<file path="src/common/switch_defines.svh">
`ifndef SWITCH_DEFINES_SVH
`define SWITCH_DEFINES_SVH

`define NUM_PORTS     4
`define PAGE_WORDS    8
`define NUM_PAGES     64
`define MAX_PKT_WORDS 64
`define DESC_DEPTH    8

// derived widths
`define PAGE_W        6
`define PORT_W        2

`endif

</file>
<file path="src/common/switch_pkg.sv">
`include "switch_defines.svh"

package switch_pkg;

    typedef logic [`PAGE_WORDS-1:0][15:0] page_t;

    // header word, dest in the low bits
    typedef struct packed {
        logic [8:0] length;
        logic [2:0] prior;
        logic [3:0] dest;
    } pkt_hdr_t;

    typedef struct packed {
        logic [`PAGE_W-1:0] head_page;
        logic [8:0]         length;
        logic [`PORT_W-1:0] dest;
    } pkt_desc_t;

    typedef enum logic [1:0] {W_IDLE, W_WRITE, W_LINK} wr_state_t;

    typedef enum logic [1:0] {R_IDLE, R_FETCH, R_CHECK, R_SEND} rd_state_t;

    // round-robin pick, returns {valid, index}; lowest offset from ptr wins
    function automatic logic [`PORT_W:0] rr_pick(input logic [`NUM_PORTS-1:0] req,
                                                 input logic [`PORT_W-1:0] ptr);
        logic [`PORT_W-1:0] idx;
        rr_pick = '0;
        for (int i = `NUM_PORTS - 1; i >= 0; i--) begin
            idx = ptr + i[`PORT_W-1:0];
            if (req[idx]) begin
                rr_pick = {1'b1, idx};
            end
        end
    endfunction

endpackage

</file>
<file path="src/common/switch_ifs.sv">
`timescale 1ns/100ps
`include "switch_defines.svh"

// one buffered page, frontend to writer
interface page_if
    import switch_pkg::*;
();
    logic       vld;
    page_t      data;
    logic       last;
    pkt_hdr_t   hdr;
    logic [3:0] word_count;
    logic       take;

    modport src (output vld, data, last, hdr, word_count, input take);
    modport dst (input vld, data, last, hdr, word_count, output take);
endinterface


</file>
<file path="src/frontend/port_frontend.sv">
`timescale 1ns/100ps
`include "switch_defines.svh"

module port_frontend
    import switch_pkg::*;
(
    input  logic        clk,
    input  logic        rst,
    input  logic        wr_sop,
    input  logic        wr_eop,
    input  logic        wr_vld,
    input  logic [15:0] wr_data,
    output logic        full,
    page_if.src         pg,
    input  logic        space_low
);
    page_t      page_buf [2];
    pkt_hdr_t   page_hdr [2];
    logic [3:0] page_wc [2];
    logic [1:0] page_last;
    logic [1:0] held;
    logic       fill_sel;
    logic       out_sel;
    logic [2:0] widx;
    logic       page_end;
    logic       in_pkt;
    logic [8:0] pkt_cnt;
    pkt_hdr_t   hdr_in;
    pkt_hdr_t   cur_hdr;

    assign hdr_in   = pkt_hdr_t'(wr_data);
    assign page_end = wr_eop || (widx == 3'(`PAGE_WORDS - 1));
    assign full     = (held[0] && held[1]) || space_low;

    assign pg.vld        = held[out_sel];
    assign pg.data       = page_buf[out_sel];
    assign pg.last       = page_last[out_sel];
    assign pg.hdr        = page_hdr[out_sel];
    assign pg.word_count = page_wc[out_sel];

    always_ff @(posedge clk) begin
        if (rst) begin
            held     <= '0;
            fill_sel <= 1'b0;
            out_sel  <= 1'b0;
            widx     <= '0;
            in_pkt   <= 1'b0;
            pkt_cnt  <= '0;
        end else begin
            if (pg.vld && pg.take) begin
                held[out_sel] <= 1'b0;
                out_sel       <= ~out_sel;
            end
            if (wr_vld) begin
                in_pkt  <= !wr_eop;
                pkt_cnt <= wr_sop ? 9'd1 : pkt_cnt + 9'd1;
                widx    <= page_end ? 3'd0 : widx + 3'd1;
                // page complete, hand it over and switch buffers
                if (page_end) begin
                    held[fill_sel] <= 1'b1;
                    fill_sel       <= ~fill_sel;
                end
            end
        end
    end

    always_ff @(posedge clk) begin
        if (wr_vld) begin
            if (widx == 3'd0) begin
                page_buf[fill_sel] <= '0;
            end
            page_buf[fill_sel][widx] <= wr_data;
            page_hdr[fill_sel]       <= wr_sop ? hdr_in : cur_hdr;
            page_last[fill_sel]      <= wr_eop;
            page_wc[fill_sel]        <= {1'b0, widx} + 4'd1;
            if (wr_sop) begin
                cur_hdr <= hdr_in;
            end
        end
    end

    a_no_word_when_full: assert property (@(posedge clk) disable iff (rst)
        wr_vld |-> !full);

    a_sop_at_start: assert property (@(posedge clk) disable iff (rst)
        wr_vld && wr_sop |-> !in_pkt);

    // header length counts the header word too
    a_len_at_eop: assert property (@(posedge clk) disable iff (rst)
        wr_vld && wr_eop |->
            (wr_sop ? hdr_in.length == 9'd1 : cur_hdr.length == pkt_cnt + 9'd1));

endmodule

</file>
<file path="src/flat_wrapper.sv">
// flat-port wrapper written by rule: the top's interface ports become plain ports
module port_frontend_flat import switch_pkg::*;
  (clk, rst, wr_sop, wr_eop, wr_vld, wr_data, full, space_low, pg_vld, pg_data, pg_last, pg_hdr, pg_word_count, pg_take);
  page_if pg_i ();
  input  logic clk;
  input  logic rst;
  input  logic wr_sop;
  input  logic wr_eop;
  input  logic wr_vld;
  input  logic [15:0] wr_data;
  output logic full;
  input  logic space_low;
  output wire logic [$bits(pg_i.vld)-1:0] pg_vld;
  output wire logic [$bits(pg_i.data)-1:0] pg_data;
  output wire logic [$bits(pg_i.last)-1:0] pg_last;
  output wire logic [$bits(pg_i.hdr)-1:0] pg_hdr;
  output wire logic [$bits(pg_i.word_count)-1:0] pg_word_count;
  input wire logic [$bits(pg_i.take)-1:0] pg_take;
  assign pg_vld = pg_i.vld;
  assign pg_data = pg_i.data;
  assign pg_last = pg_i.last;
  assign pg_hdr = pg_i.hdr;
  assign pg_word_count = pg_i.word_count;
  assign pg_i.take = pg_take;
  port_frontend u_core (.clk(clk), .rst(rst), .wr_sop(wr_sop), .wr_eop(wr_eop), .wr_vld(wr_vld), .wr_data(wr_data), .full(full), .pg(pg_i), .space_low(space_low));
endmodule
</file>
<file path="config.mk">
export PLATFORM = sky130hd
export DESIGN_NAME = port_frontend_flat
export DESIGN_NICKNAME = d
export VERILOG_FILES = /design/src/common/switch_pkg.sv /design/src/common/switch_ifs.sv /design/src/frontend/port_frontend.sv /design/src/flat_wrapper.sv
export VERILOG_INCLUDE_DIRS = /design/src /design/src/common
export SDC_FILE = /design/constraint.sdc
export NUM_CORES = 1
export LEC_CHECK = 0
export ABC_AREA = 1
export BUFFER_PORTS_ARGS = -buffer_cell sky130_fd_sc_hd__buf_2
export CAP_MARGIN = 20
export CORE_UTILIZATION = 56
export DETAILED_ROUTE_END_ITERATION = 16
export GPL_ROUTABILITY_DRIVEN = 0
export PLACE_DENSITY = 0.88
export SETUP_SLACK_MARGIN = 0.4
export SLEW_MARGIN = 20
export SYNTH_ARGS = -nofsm -noshare
export SYNTH_HDL_FRONTEND = slang
export SYNTH_SLANG_ARGS = --single-unit
</file>
<file path="constraint.sdc">
create_clock -name clk -period 6.62 [get_ports clk]
set_input_delay 0.993 -clock clk [delete_from_list [all_inputs] [get_ports clk]]
set_output_delay 0.993 -clock clk [all_outputs]
set_load 0.1 [all_outputs]
</file>
==> impl_metrics.yaml <==
yosys:
  synth_area_leaders: "edfxtp_1 75%, mux2_2 13%, nor2_1 4.5%"
  synthTopCellsByCount: "314 x edfxtp_1, 151 x nor2_1, 148 x mux2_2"
  ys_types: 19
  yosysSeqAreaShare_pct: 76.35
  yosysMostFrequentCell: "edfxtp_1"
  ys_ff_latch: 322
  synth_top_area_share_pct: 75.07
  ys.warnings.count: 0
  syn_area_mm2: 0.01256
  synthArstFlopShare_pct: 0
  synthFlopType: "edfxtp_1"
  synth_area_leader_cell: "edfxtp_1"
  syn_inst: 759
  synth.avg_cell_area_um2: 16.55
  syn-num-nets: 785
  synth_edf_count: 314
power_and_ir_drop:
  power.total_mw: 4.974
  worst_ir_drop_vdd_mv: 0.2598
  p_per_area_mw_per_mm2: 340.3
  cellLeakagePower_nw: 5.312
layout:
  syn_to_final_growth_pct: 16.38
  drive_gt1_share_pct: 40.06
  num_antenna_cells: 0
  nNetsFinal: 979
  final_cell_area_mm2: 0.01462
detailed_routing:
  drtAntennaViolNets: 0
  viasPerCell: 5.618
  wl_mm: 27.02
  wl_per_cell_um: 21.52
  drc: 0
  drt-initial-drc-count: 580
  vias: 7056
  drt_first_pass_iters: 4
critical_path:
  cp.depth: 3
  critical_path.cell_chain: "buf_4, mux2_2, buf_2"
  crit_family: "buffers and inverters"
  cp-start-kind: "register"
  cp-end-kind: "output pin"
  reg2regPathDepth: 5
  cp_max_fo: 56
  cp-endpoint: "pg_data[101]"
  r2r-end: "u_core.page_buf[0][10]$_DFFE_PP_"
  worstSetupPathType: "register to output pin"
  r2r_slack_ps: 4460
  path_buf_inv: 2
  required_ps: 5630
  cp.arrival_ps: 2850
  cpMaxStageDelayCell: "dfxtp_4"
  r2r_start: "u_core.widx[0]$_SDFFE_PP0P_"
  slowest_delay_ps: 810
status:
  outcome: "finished, final reports clean"
global_route:
  grt_pass1_vias: 6832
  grt_pass1_wl_mm: 38.79
  antenna_found_initial: 0
  grt_max_degree: 57
  grt_overflow: 0
  grt_usage_pct: 23.42
clock_network:
  cts_sinks: 322
  htreeDepth: 1
  holdBufCountCts: 0
  cts.repair.resized: 0
  tritoncts: "done"
  clockBufferDepth: 3
  cts_root_buf: "clkbuf_16"
  numCtsBuffers: 31
  cts_setup_buffers: 0
  clk_latency_ps: 540
  clkTransAtPathRegs_ps: 60
sta:
  finalSetupTns_ps: 0
  period_share_pct: 57.98
  setup_viol: 0
  setup_ws_ps: 2781
  rsz0062_at_grt: "no"
  fmax_ghz: 0.2605
  whs_ps: 517.4
  hold_viol_final: 0
  worst_pin_slew_ps: 923.3
  post-route-min-period_ps: 3839
  slew_violations: 0
  fin_skew_ps: 5.337
  max_slew_margin_pct: 38.38
placed_design:
  post_dp_cell_area_mm2: 0.01370
  io_buffers: 173
  pre_cts_ws_ps: 3346
  hpwl_mm: 16.66
floorplanning:
  rows: 54
  fp.dieW_um: 151.8
  initial_core_util_pct: 57.37
  die_y_um: 151.8
  core_area_mm2: 0.02189
  io-pin-count: 174
  dieArea_mm2: 0.02303
worst_hold_path:
  hold_path.class: "register to register"
job:
  max-cap-violations: 0
-- tightest hold or removal path, cell delays in order, from the launching register on --
cell	delay, ps
dfxtp_1	330
nand2_1	80
a21oi_1	60
-- how the worst min path moves through the flow --
stage,slack (ps),endpoint,start,cells past startpoint
after floorplan,460,u_core.held[1]$_SDFF_PP0_,u_core.held[1]$_SDFF_PP0_,2
after global placement,490,u_core.held[1]$_SDFF_PP0_,u_core.held[1]$_SDFF_PP0_,2
after detailed placement,500,u_core.held[1]$_SDFF_PP0_,u_core.held[1]$_SDFF_PP0_,2
after CTS,510,u_core.held[1]$_SDFF_PP0_,u_core.held[1]$_SDFF_PP0_,2
after global routing,560,u_core.held[1]$_SDFF_PP0_,u_core.held[1]$_SDFF_PP0_,2
final,520,u_core.held[1]$_SDFF_PP0_,u_core.held[1]$_SDFF_PP0_,2
-- registers in the layout, summed over array words and instances, names as in the netlist, named ones only --
name / cells
u_core.cur_hdr: 16
u_core.fill_sel: 1
u_core.held: 2
u_core.out_sel: 1
u_core.page_buf: 256
u_core.page_hdr: 32
u_core.page_last: 2
u_core.page_wc: 8
u_core.widx: 3
-- routing by layer --
layer / share of wire (%) / global-route usage, % / up-vias
met3: 7.8 / 3.683 / 47
met1: 41 / 32.09 / 3509
met2: 49 / 39.20 / 318
met4: 2.1 / 6.337 / 0
li1: - / - / 3182
met5: 0 / 0 / -
-- cells in the final DEF (no fill, tap or decap) --
| cell type | count |
|---|---|
| nand3_1 | 4 |
| clkinv_4 | 2 |
| inv_2 | 2 |
| nor2_4 | 2 |
| clkbuf_1 | 9 |
| a21o_1 | 1 |
| nor2_1 | 150 |
| buf_4 | 18 |
| a21oi_1 | 40 |
| clkinv_2 | 5 |
| dfxtp_1 | 7 |
| edfxtp_1 | 314 |
| nand2_2 | 8 |
| bufinv_16 | 1 |
| mux2_2 | 148 |
| nand2_1 | 21 |
| clkinv_1 | 24 |
| inv_1 | 11 |
| clkbuf_16 | 31 |
| dfxtp_4 | 1 |
| ha_1 | 3 |
| o21ai_0 | 1 |
| buf_2 | 173 |
-- kinds of logic (layout without fill, tap and decap cells) --
group                    Yosys count  in the layout  synth area share (%)
AO/OA/AOI/OAI                     42             42                 1.694
flip-flops                       322            322                 76.35
multiplexers                     148            148                 13.27
AND/OR/NAND/NOR                  185            185                 5.788
adder cells (fa/ha/maj)            3              3                0.2989
buffers and inverters             59            276                 2.600
-- cell type report --
| class | count | area (um2) |
|---|---|---|
| multi-input cells | 378 | 2651 |
| clock inverters | 16 | 102.6 |
| repair buffers | 191 | 1001 |
| inverters | 29 | 108.9 |
| clock buffers | 40 | 809.5 |
| fillers | 1510 | 7274 |
| well taps | 280 | 350.3 |
| flip-flops and latches | 322 | 9593 |
-- through the flow --
step,instances,utilization [%]
floorplan,759,-
global placement,1200,62.58
detailed placement,1200,62.60
CTS,1256,66.77
global route,1256,66.77
finish,1256,66.77
-- power breakdown --
| group | switching, mW | internal (mW) | leakage (nW) |
|---|---|---|---|
| Clock | 0.705 | 0.896 | 0.447 |
| Sequential | 0.0385 | 2.36 | 2.94 |
| Combinational | 0.823 | 0.152 | 1.92 |
No activity file was read; power rests on OpenSTA's default activity.
