### config.mk
export PLATFORM = sky130hd
export DESIGN_NAME = page_reader_flat
export DESIGN_NICKNAME = d
export VERILOG_FILES = /design/src/common/switch_pkg.sv /design/src/common/switch_ifs.sv /design/src/ecc/ecc_encoder.sv /design/src/ecc/ecc_decoder.sv /design/src/rtl/page_reader.sv /design/src/flat_wrapper.sv
export VERILOG_INCLUDE_DIRS = /design/src /design/src/common
export SDC_FILE = /design/constraint.sdc
export NUM_CORES = 1
export LEC_CHECK = 0
export BUFFER_PORTS_ARGS = -buffer_cell sky130_fd_sc_hd__buf_2
export CAP_MARGIN = 0
export CORE_MARGIN = 4
export CORE_UTILIZATION = 40
export CTS_BUF_LIST = sky130_fd_sc_hd__clkbuf_4 sky130_fd_sc_hd__clkbuf_8
export DETAILED_ROUTE_END_ITERATION = 8
export GPL_TIMING_DRIVEN = 1
export PLACE_DENSITY = 0.63
export SYNTH_ARGS = -nofsm -noshare
export SYNTH_HDL_FRONTEND = slang
export SYNTH_HIERARCHICAL = 1
export SYNTH_SLANG_ARGS = --single-unit
### constraint.sdc
create_clock -name clk -period 6.81 [get_ports clk]
set_clock_uncertainty 0.15 [all_clocks]
set_input_delay 1.362 -clock clk [delete_from_list [all_inputs] [get_ports clk]]
set_output_delay 1.362 -clock clk [all_outputs]
set_load 0.01 [all_outputs]
### src/common/switch_defines.svh
`ifndef SWITCH_DEFINES_SVH
`define SWITCH_DEFINES_SVH

`define NUM_PORTS     4
`define PAGE_WORDS    8
`define NUM_PAGES     64
`define MAX_PKT_WORDS 64
`define DESC_DEPTH    8

// derived widths
`define PAGE_W        6
`define PORT_W        2

`endif

### src/common/switch_pkg.sv
`include "switch_defines.svh"

package switch_pkg;

    typedef logic [`PAGE_WORDS-1:0][15:0] page_t;

    // header word, dest in the low bits
    typedef struct packed {
        logic [8:0] length;
        logic [2:0] prior;
        logic [3:0] dest;
    } pkt_hdr_t;

    typedef struct packed {
        logic [`PAGE_W-1:0] head_page;
        logic [8:0]         length;
        logic [`PORT_W-1:0] dest;
    } pkt_desc_t;

    typedef enum logic [1:0] {W_IDLE, W_WRITE, W_LINK} wr_state_t;

    typedef enum logic [1:0] {R_IDLE, R_FETCH, R_CHECK, R_SEND} rd_state_t;

    // round-robin pick, returns {valid, index}; lowest offset from ptr wins
    function automatic logic [`PORT_W:0] rr_pick(input logic [`NUM_PORTS-1:0] req,
                                                 input logic [`PORT_W-1:0] ptr);
        logic [`PORT_W-1:0] idx;
        rr_pick = '0;
        for (int i = `NUM_PORTS - 1; i >= 0; i--) begin
            idx = ptr + i[`PORT_W-1:0];
            if (req[idx]) begin
                rr_pick = {1'b1, idx};
            end
        end
    endfunction

endpackage

### src/common/switch_ifs.sv
`timescale 1ns/100ps
`include "switch_defines.svh"


// finished packet descriptors, writer to reader
interface desc_if
    import switch_pkg::*;
();
    logic                  push;
    pkt_desc_t             desc;
    logic [`NUM_PORTS-1:0] room;

    modport src (output push, desc, input room);
    modport dst (input push, desc, output room);
endinterface

### src/ecc/ecc_encoder.sv
`timescale 1ns/100ps

module ecc_encoder
    import switch_pkg::*;
(
    input  page_t      data,
    output logic [7:0] code
);
    logic [127:0] bits;

    assign bits = data;

    // codeword positions 1..136, check bits sit at the powers of two
    always_comb begin
        int k;
        code = '0;
        k    = 0;
        for (int p = 1; p <= 136; p++) begin
            if ((p & (p - 1)) != 0) begin
                for (int b = 0; b < 8; b++) begin
                    if (p[b]) begin
                        code[b] = code[b] ^ bits[k];
                    end
                end
                k++;
            end
        end
    end

endmodule

### src/ecc/ecc_decoder.sv
`timescale 1ns/100ps

module ecc_decoder
    import switch_pkg::*;
(
    input  page_t      data,
    input  logic [7:0] code,
    output page_t      fixed,
    output logic       corrected
);
    logic [7:0]   recomputed;
    logic [7:0]   syndrome;
    logic [127:0] bits;
    logic [127:0] fixed_bits;

    assign bits = data;

    ecc_encoder u_ecc_encoder (
        .data (data),
        .code (recomputed)
    );

    assign syndrome = recomputed ^ code;

    // syndrome is the position of the flipped bit
    always_comb begin
        int k;
        fixed_bits = bits;
        corrected  = 1'b0;
        k          = 0;
        for (int p = 1; p <= 136; p++) begin
            if ((p & (p - 1)) != 0) begin
                if (syndrome == p[7:0]) begin
                    fixed_bits[k] = ~bits[k];
                    corrected     = 1'b1;
                end
                k++;
            end
        end
    end

    assign fixed = fixed_bits;

endmodule

### src/rtl/page_reader.sv
`timescale 1ns/100ps
`include "switch_defines.svh"

module page_reader
    import switch_pkg::*;
(
    input  logic                        clk,
    input  logic                        rst,
    desc_if.dst                         dq,
    output logic [`PAGE_W-1:0]          rd_page,
    input  page_t                       rd_data,
    input  logic [7:0]                  rd_code,
    input  logic [`PAGE_W-1:0]          rd_next,
    output logic                        release_en,
    output logic [`PAGE_W-1:0]          release_page,
    input  logic [`NUM_PORTS-1:0]       ready,
    output logic [`NUM_PORTS-1:0]       rd_sop,
    output logic [`NUM_PORTS-1:0]       rd_eop,
    output logic [`NUM_PORTS-1:0]       rd_vld,
    output logic [`NUM_PORTS-1:0][15:0] rd_data_out,
    output logic [15:0]                 ecc_fix_cnt
);
    localparam int QW = $clog2(`DESC_DEPTH);

    rd_state_t             state;
    pkt_desc_t             q_mem [`NUM_PORTS][`DESC_DEPTH];
    logic [QW:0]           q_wr [`NUM_PORTS];
    logic [QW:0]           q_rd [`NUM_PORTS];
    logic [`NUM_PORTS-1:0] q_busy;
    logic [`PORT_W:0]      pick;
    logic [`PORT_W-1:0]    pick_port;
    pkt_desc_t             head_desc;
    logic [`PORT_W-1:0]    rr_ptr;
    logic [`PORT_W-1:0]    out_port;
    logic [`PAGE_W-1:0]    cur_page;
    logic [`PAGE_W-1:0]    next_q;
    logic [8:0]            remain;
    logic [2:0]            widx;
    logic                  first_word;
    page_t                 fixed;
    page_t                 page_q;
    logic                  corrected;
    logic                  send;
    logic                  page_done;

    for (genvar i = 0; i < `NUM_PORTS; i++) begin : g_queue
        assign q_busy[i]  = q_wr[i] != q_rd[i];
        assign dq.room[i] = (q_wr[i] - q_rd[i]) != (QW+1)'(`DESC_DEPTH);
        assign rd_vld[i]  = send && (out_port == i);
        assign rd_sop[i]  = rd_vld[i] && first_word;
        assign rd_eop[i]  = rd_vld[i] && (remain == 9'd1);
        assign rd_data_out[i] = page_q[widx];
    end

    assign pick      = rr_pick(q_busy, rr_ptr);
    assign pick_port = pick[`PORT_W-1:0];
    assign head_desc = q_mem[pick_port][q_rd[pick_port][QW-1:0]];

    assign rd_page      = cur_page;
    assign send         = (state == R_SEND) && ready[out_port];
    assign page_done    = send && (remain == 9'd1 || widx == 3'(`PAGE_WORDS - 1));
    assign release_en   = page_done;
    assign release_page = cur_page;

    ecc_decoder u_ecc_decoder (
        .data      (rd_data),
        .code      (rd_code),
        .fixed     (fixed),
        .corrected (corrected)
    );

    always_ff @(posedge clk) begin
        if (rst) begin
            for (int p = 0; p < `NUM_PORTS; p++) begin
                q_wr[p] <= '0;
                q_rd[p] <= '0;
            end
            state       <= R_IDLE;
            rr_ptr      <= '0;
            ecc_fix_cnt <= '0;
        end else begin
            if (dq.push) begin
                q_wr[dq.desc.dest] <= q_wr[dq.desc.dest] + 1'b1;
            end
            case (state)
                R_IDLE: begin
                    if (pick[`PORT_W]) begin
                        q_rd[pick_port] <= q_rd[pick_port] + 1'b1;
                        rr_ptr          <= pick_port + 1'b1;
                        state           <= R_FETCH;
                    end
                end
                R_FETCH: state <= R_CHECK;
                R_CHECK: begin
                    ecc_fix_cnt <= ecc_fix_cnt + 16'(corrected);
                    state       <= R_SEND;
                end
                R_SEND: begin
                    // next page of the chain, or back to idle at packet end
                    if (page_done) begin
                        state <= (remain == 9'd1) ? R_IDLE : R_FETCH;
                    end
                end
                default: state <= R_IDLE;
            endcase
        end
    end

    always_ff @(posedge clk) begin
        if (dq.push) begin
            q_mem[dq.desc.dest][q_wr[dq.desc.dest][QW-1:0]] <= dq.desc;
        end
        if (state == R_IDLE && pick[`PORT_W]) begin
            cur_page   <= head_desc.head_page;
            remain     <= head_desc.length;
            out_port   <= pick_port;
            widx       <= '0;
            first_word <= 1'b1;
        end
        if (state == R_CHECK) begin
            page_q <= fixed;
            next_q <= rd_next;
        end
        if (send) begin
            remain     <= remain - 9'd1;
            widx       <= widx + 3'd1;
            first_word <= 1'b0;
            if (page_done) begin
                cur_page <= next_q;
            end
        end
    end

endmodule

### src/flat_wrapper.sv
// flat-port wrapper written by rule: the top's interface ports become plain ports
module page_reader_flat import switch_pkg::*;
  (clk, rst, rd_page, rd_data, rd_code, rd_next, release_en, release_page, ready, rd_sop, rd_eop, rd_vld, rd_data_out, ecc_fix_cnt, dq_push, dq_desc, dq_room);
  desc_if dq_i ();
  input  logic clk;
  input  logic rst;
  output logic [`PAGE_W-1:0] rd_page;
  input  page_t rd_data;
  input  logic [7:0] rd_code;
  input  logic [`PAGE_W-1:0] rd_next;
  output logic release_en;
  output logic [`PAGE_W-1:0] release_page;
  input  logic [`NUM_PORTS-1:0] ready;
  output logic [`NUM_PORTS-1:0] rd_sop;
  output logic [`NUM_PORTS-1:0] rd_eop;
  output logic [`NUM_PORTS-1:0] rd_vld;
  output logic [`NUM_PORTS-1:0][15:0] rd_data_out;
  output logic [15:0] ecc_fix_cnt;
  input wire logic [$bits(dq_i.push)-1:0] dq_push;
  input wire logic [$bits(dq_i.desc)-1:0] dq_desc;
  output wire logic [$bits(dq_i.room)-1:0] dq_room;
  assign dq_i.push = dq_push;
  assign dq_i.desc = dq_desc;
  assign dq_room = dq_i.room;
  page_reader u_core (.clk(clk), .rst(rst), .dq(dq_i), .rd_page(rd_page), .rd_data(rd_data), .rd_code(rd_code), .rd_next(rd_next), .release_en(release_en), .release_page(release_page), .ready(ready), .rd_sop(rd_sop), .rd_eop(rd_eop), .rd_vld(rd_vld), .rd_data_out(rd_data_out), .ecc_fix_cnt(ecc_fix_cnt));
endmodule
==> flow_summary.toml <==
[sta]
finalSetupTns_ps = 0
hold_viol = 0
setup_viol = 0
rsz0062_at_grt = "no"
period_minus_slack_ps = 6126
slew_headroom_pct = 20.73
slew_violations = 0
period_share_pct = 89.96
tightest_slew_ps = 1189
fmax_mhz = 163.2

[global_routing]
top_usage_layer = "met2"
grt_antenna_before_repair = 6
grtUsageMet3_pct = 5.157
gr-usage-met2_pct = 35.25
grt_first_pass_wirelength_um = 148700
grt_max_degree = 111
grt_overflow = 0
grt_util_met1_pct = 29.38
grt_pass1_vias = 22860
track_usage_pct = 22.07

[synthesis]
ys_top_cells_by_area = "edfxtp_1 (58%), xnor2_1 (7.3%), nand2_1 (4.5%)"
syn_nets = 2798
synth_cell_types = 82
synth.top_cells.by_count = "edfxtp_1 (660), nand2_1 (411), xnor2_1 (284)"
avgSynthCellArea_um2 = 13.00
yosys_most_used_dff = "edfxtp_1"
syn_inst = 2608
ys_seq_area_share_pct = 60.03
yosysTopAreaCellShare_pct = 58.44
yosysMostFrequentCell = "edfxtp_1"
synth_seq_cells = 687
yosysWarnings = 6
synth_top_area_cell = "edfxtp_1"
synthArstFlopShare_pct = 0
synth_edf_count = 660
syn-cell-area_mm2 = 0.03391

[clocking]
h-tree-depth = 3
clk_pin_slew_worst_paths_ps = 60
clock-root-buffer = "clkbuf_8"
cts_buffers = 112
cts.sinks = 687
postCtsHoldBufs = 0
cts_tree = "built"
post_cts_resized = 0
cts_setup_buffers = 0
cts.path.max_buffers = 3
clock_latency_ps = 760

[setup_path]
cp-start-kind = "input pin"
worstPathMaxFanout = 8
rr_worst_depth = 13
r2r-start = "u_core/q_rd[0][1]"
ff2ff_setup_slack_ps = 2030
critPathRequiredTime_ps = 7280
cp.arrival_ps = 6590
reg2reg_to = "u_core/rd_page[5]"
path_class = "input pin to flip-flop"
end_kind = "flip-flop"

[routing]
wl_per_cell_um = 24.64
wirelength_um = 101800
ant_nets = 0
drc = 0
drt_first_iter_violations = 2213
viasPerCell = 5.585
first_pass_iters = 6
num_vias = 23070

[finish]
area_growth_syn_to_layout_pct = 14.57
final_cell_area_mm2 = 0.03885
nets = 3093
drive_gt1_share_pct = 23.80
nFillCells = 7497

[worst_hold_path]
worstHoldEndpoint = "u_core/rd_page[1]"
hold_path.startpoint = "u_core/next_q[1]"
hp-class = "flip-flop to flip-flop"
hold_depth = 2

[floorplanning]
dieArea_mm2 = 0.08951
rows = 106
pin_count = 275
die_y_um = 299.2
initial_core_util_pct = 40.46
fp.dieW_um = 299.2
core_area_mm2 = 0.08382

[placed_design]
io_buffers = 274
hpwl_um = 69540
placed_cell_area_mm2 = 0.03658
globalplace.congestion = 0.9271

[outcome]
outcome = "finished clean"

[run]
drv_cap = 0
layer usage:
layer | wire length [um] | part of all wire (%) | vias to the layer above
met5 | 0 | 0 | -
met3 | 9455 | 9.3 | 190
met2 | 47620 | 47 | 1169
met1 | 41110 | 40 | 11520
met4 | 3585 | 3.5 | 0
li1 | - | - | 10190
worst max-delay path, cell delays in order:
cell and delay, ps:
buf_2 130, xnor2_1 440, xnor2_1 260, xnor3_1 510, xnor3_1 430, xnor3_1 280, xor2_1 170, buf_4 170
nor4_2 690, buf_4 230, buf_4 170, o21ai_1 100, nand4_1 120, nor4_1 80, nand4_1 140, ha_1 210
ha_1 180, nand4_1 140, nor2_1 180, and3_1 230, nand4_1 130, xor2_1 170, nor2_1 60
sequential cells by signal, summed over array words and instances (netlist names), 2 cells and up:
register            cells
u_core/rd_page          6
u_core/ecc_fix_cnt     16
u_core/q_rd            16
u_core/q_wr            16
u_core/next_q           6
u_core/q_mem          480
u_core/state            2
u_core/out_port         2
u_core/remain           9
u_core/page_q         128
u_core/widx             3
u_core/rr_ptr           2
worst max-delay path by stage:
| stage | start | slack (ps) | cells past startpoint | to |
|---|---|---|---|---|
| after floorplan | rd_data[55] | 790 | 20 | u_core/ecc_fix_cnt[12] |
| after global placement | rd_data[104] | 10 | 23 | u_core/ecc_fix_cnt[12] |
| after detailed placement | rd_data[105] | 30 | 23 | u_core/ecc_fix_cnt[12] |
| after CTS | rd_data[105] | 830 | 23 | u_core/ecc_fix_cnt[12] |
| after global routing | rd_data[21] | 440 | 22 | u_core/ecc_fix_cnt[12] |
| final | rd_data[105] | 680 | 23 | u_core/ecc_fix_cnt[12] |
area by class of cell:
| class | instances | area (um2) | share of cell area [%] |
|---|---|---|---|
| tap | 1134 | 1419 | 3.652 |
| sequential | 687 | 20360 | 52.40 |
| antenna | 5 | 12.51 | 0.03220 |
| timing repair buffer | 386 | 2262 | 5.822 |
| clock buffer | 148 | 1812 | 4.663 |
| inverter | 34 | 135.1 | 0.3478 |
| multi-input combinational | 1682 | 12410 | 31.93 |
| clock inverter | 54 | 446.7 | 1.150 |
logic make-up after synthesis:
group	count (synthesis)	synth area share (%)
AO/OA/AOI/OAI	393	8.043
XOR/XNOR	387	11.91
adder cells (fa/ha/maj)	24	0.8855
buffers and inverters	239	3.789
flip-flops	687	60.03
multiplexers	120	5.018
AND/OR/NAND/NOR	758	10.33
cell usage in the layout (no fill, tap or decap), types with 43 or more instances in the layout:
cell,netlist,layout
xnor2_1,284,282
nand2_1,411,410
mux2i_1,46,46
nor2_1,94,80
xor2_1,52,51
a211oi_1,43,43
buf_2,68,274
edfxtp_1,660,660
buf_4,66,108
a22oi_1,53,53
a21oi_1,123,123
nand3_1,67,67
clkbuf_8,0,112
and3_1,51,51
through the flow:
stage	instances	hold slack, ps	utilization [%]	worst slack [ps]
floorplan	2608	310.9	-	785.9
global placement	3923	341.7	43.64	9.533
detailed placement	3923	348.7	43.64	32.08
CTS	4125	314.8	46.34	829.7
global route	4130	334.0	46.35	439.1
finish	4130	308.6	46.35	683.6
Power is left out: the tool's default activity adds up to more than one toggle a clock period on the data nets, which glitch-free logic cannot reach.
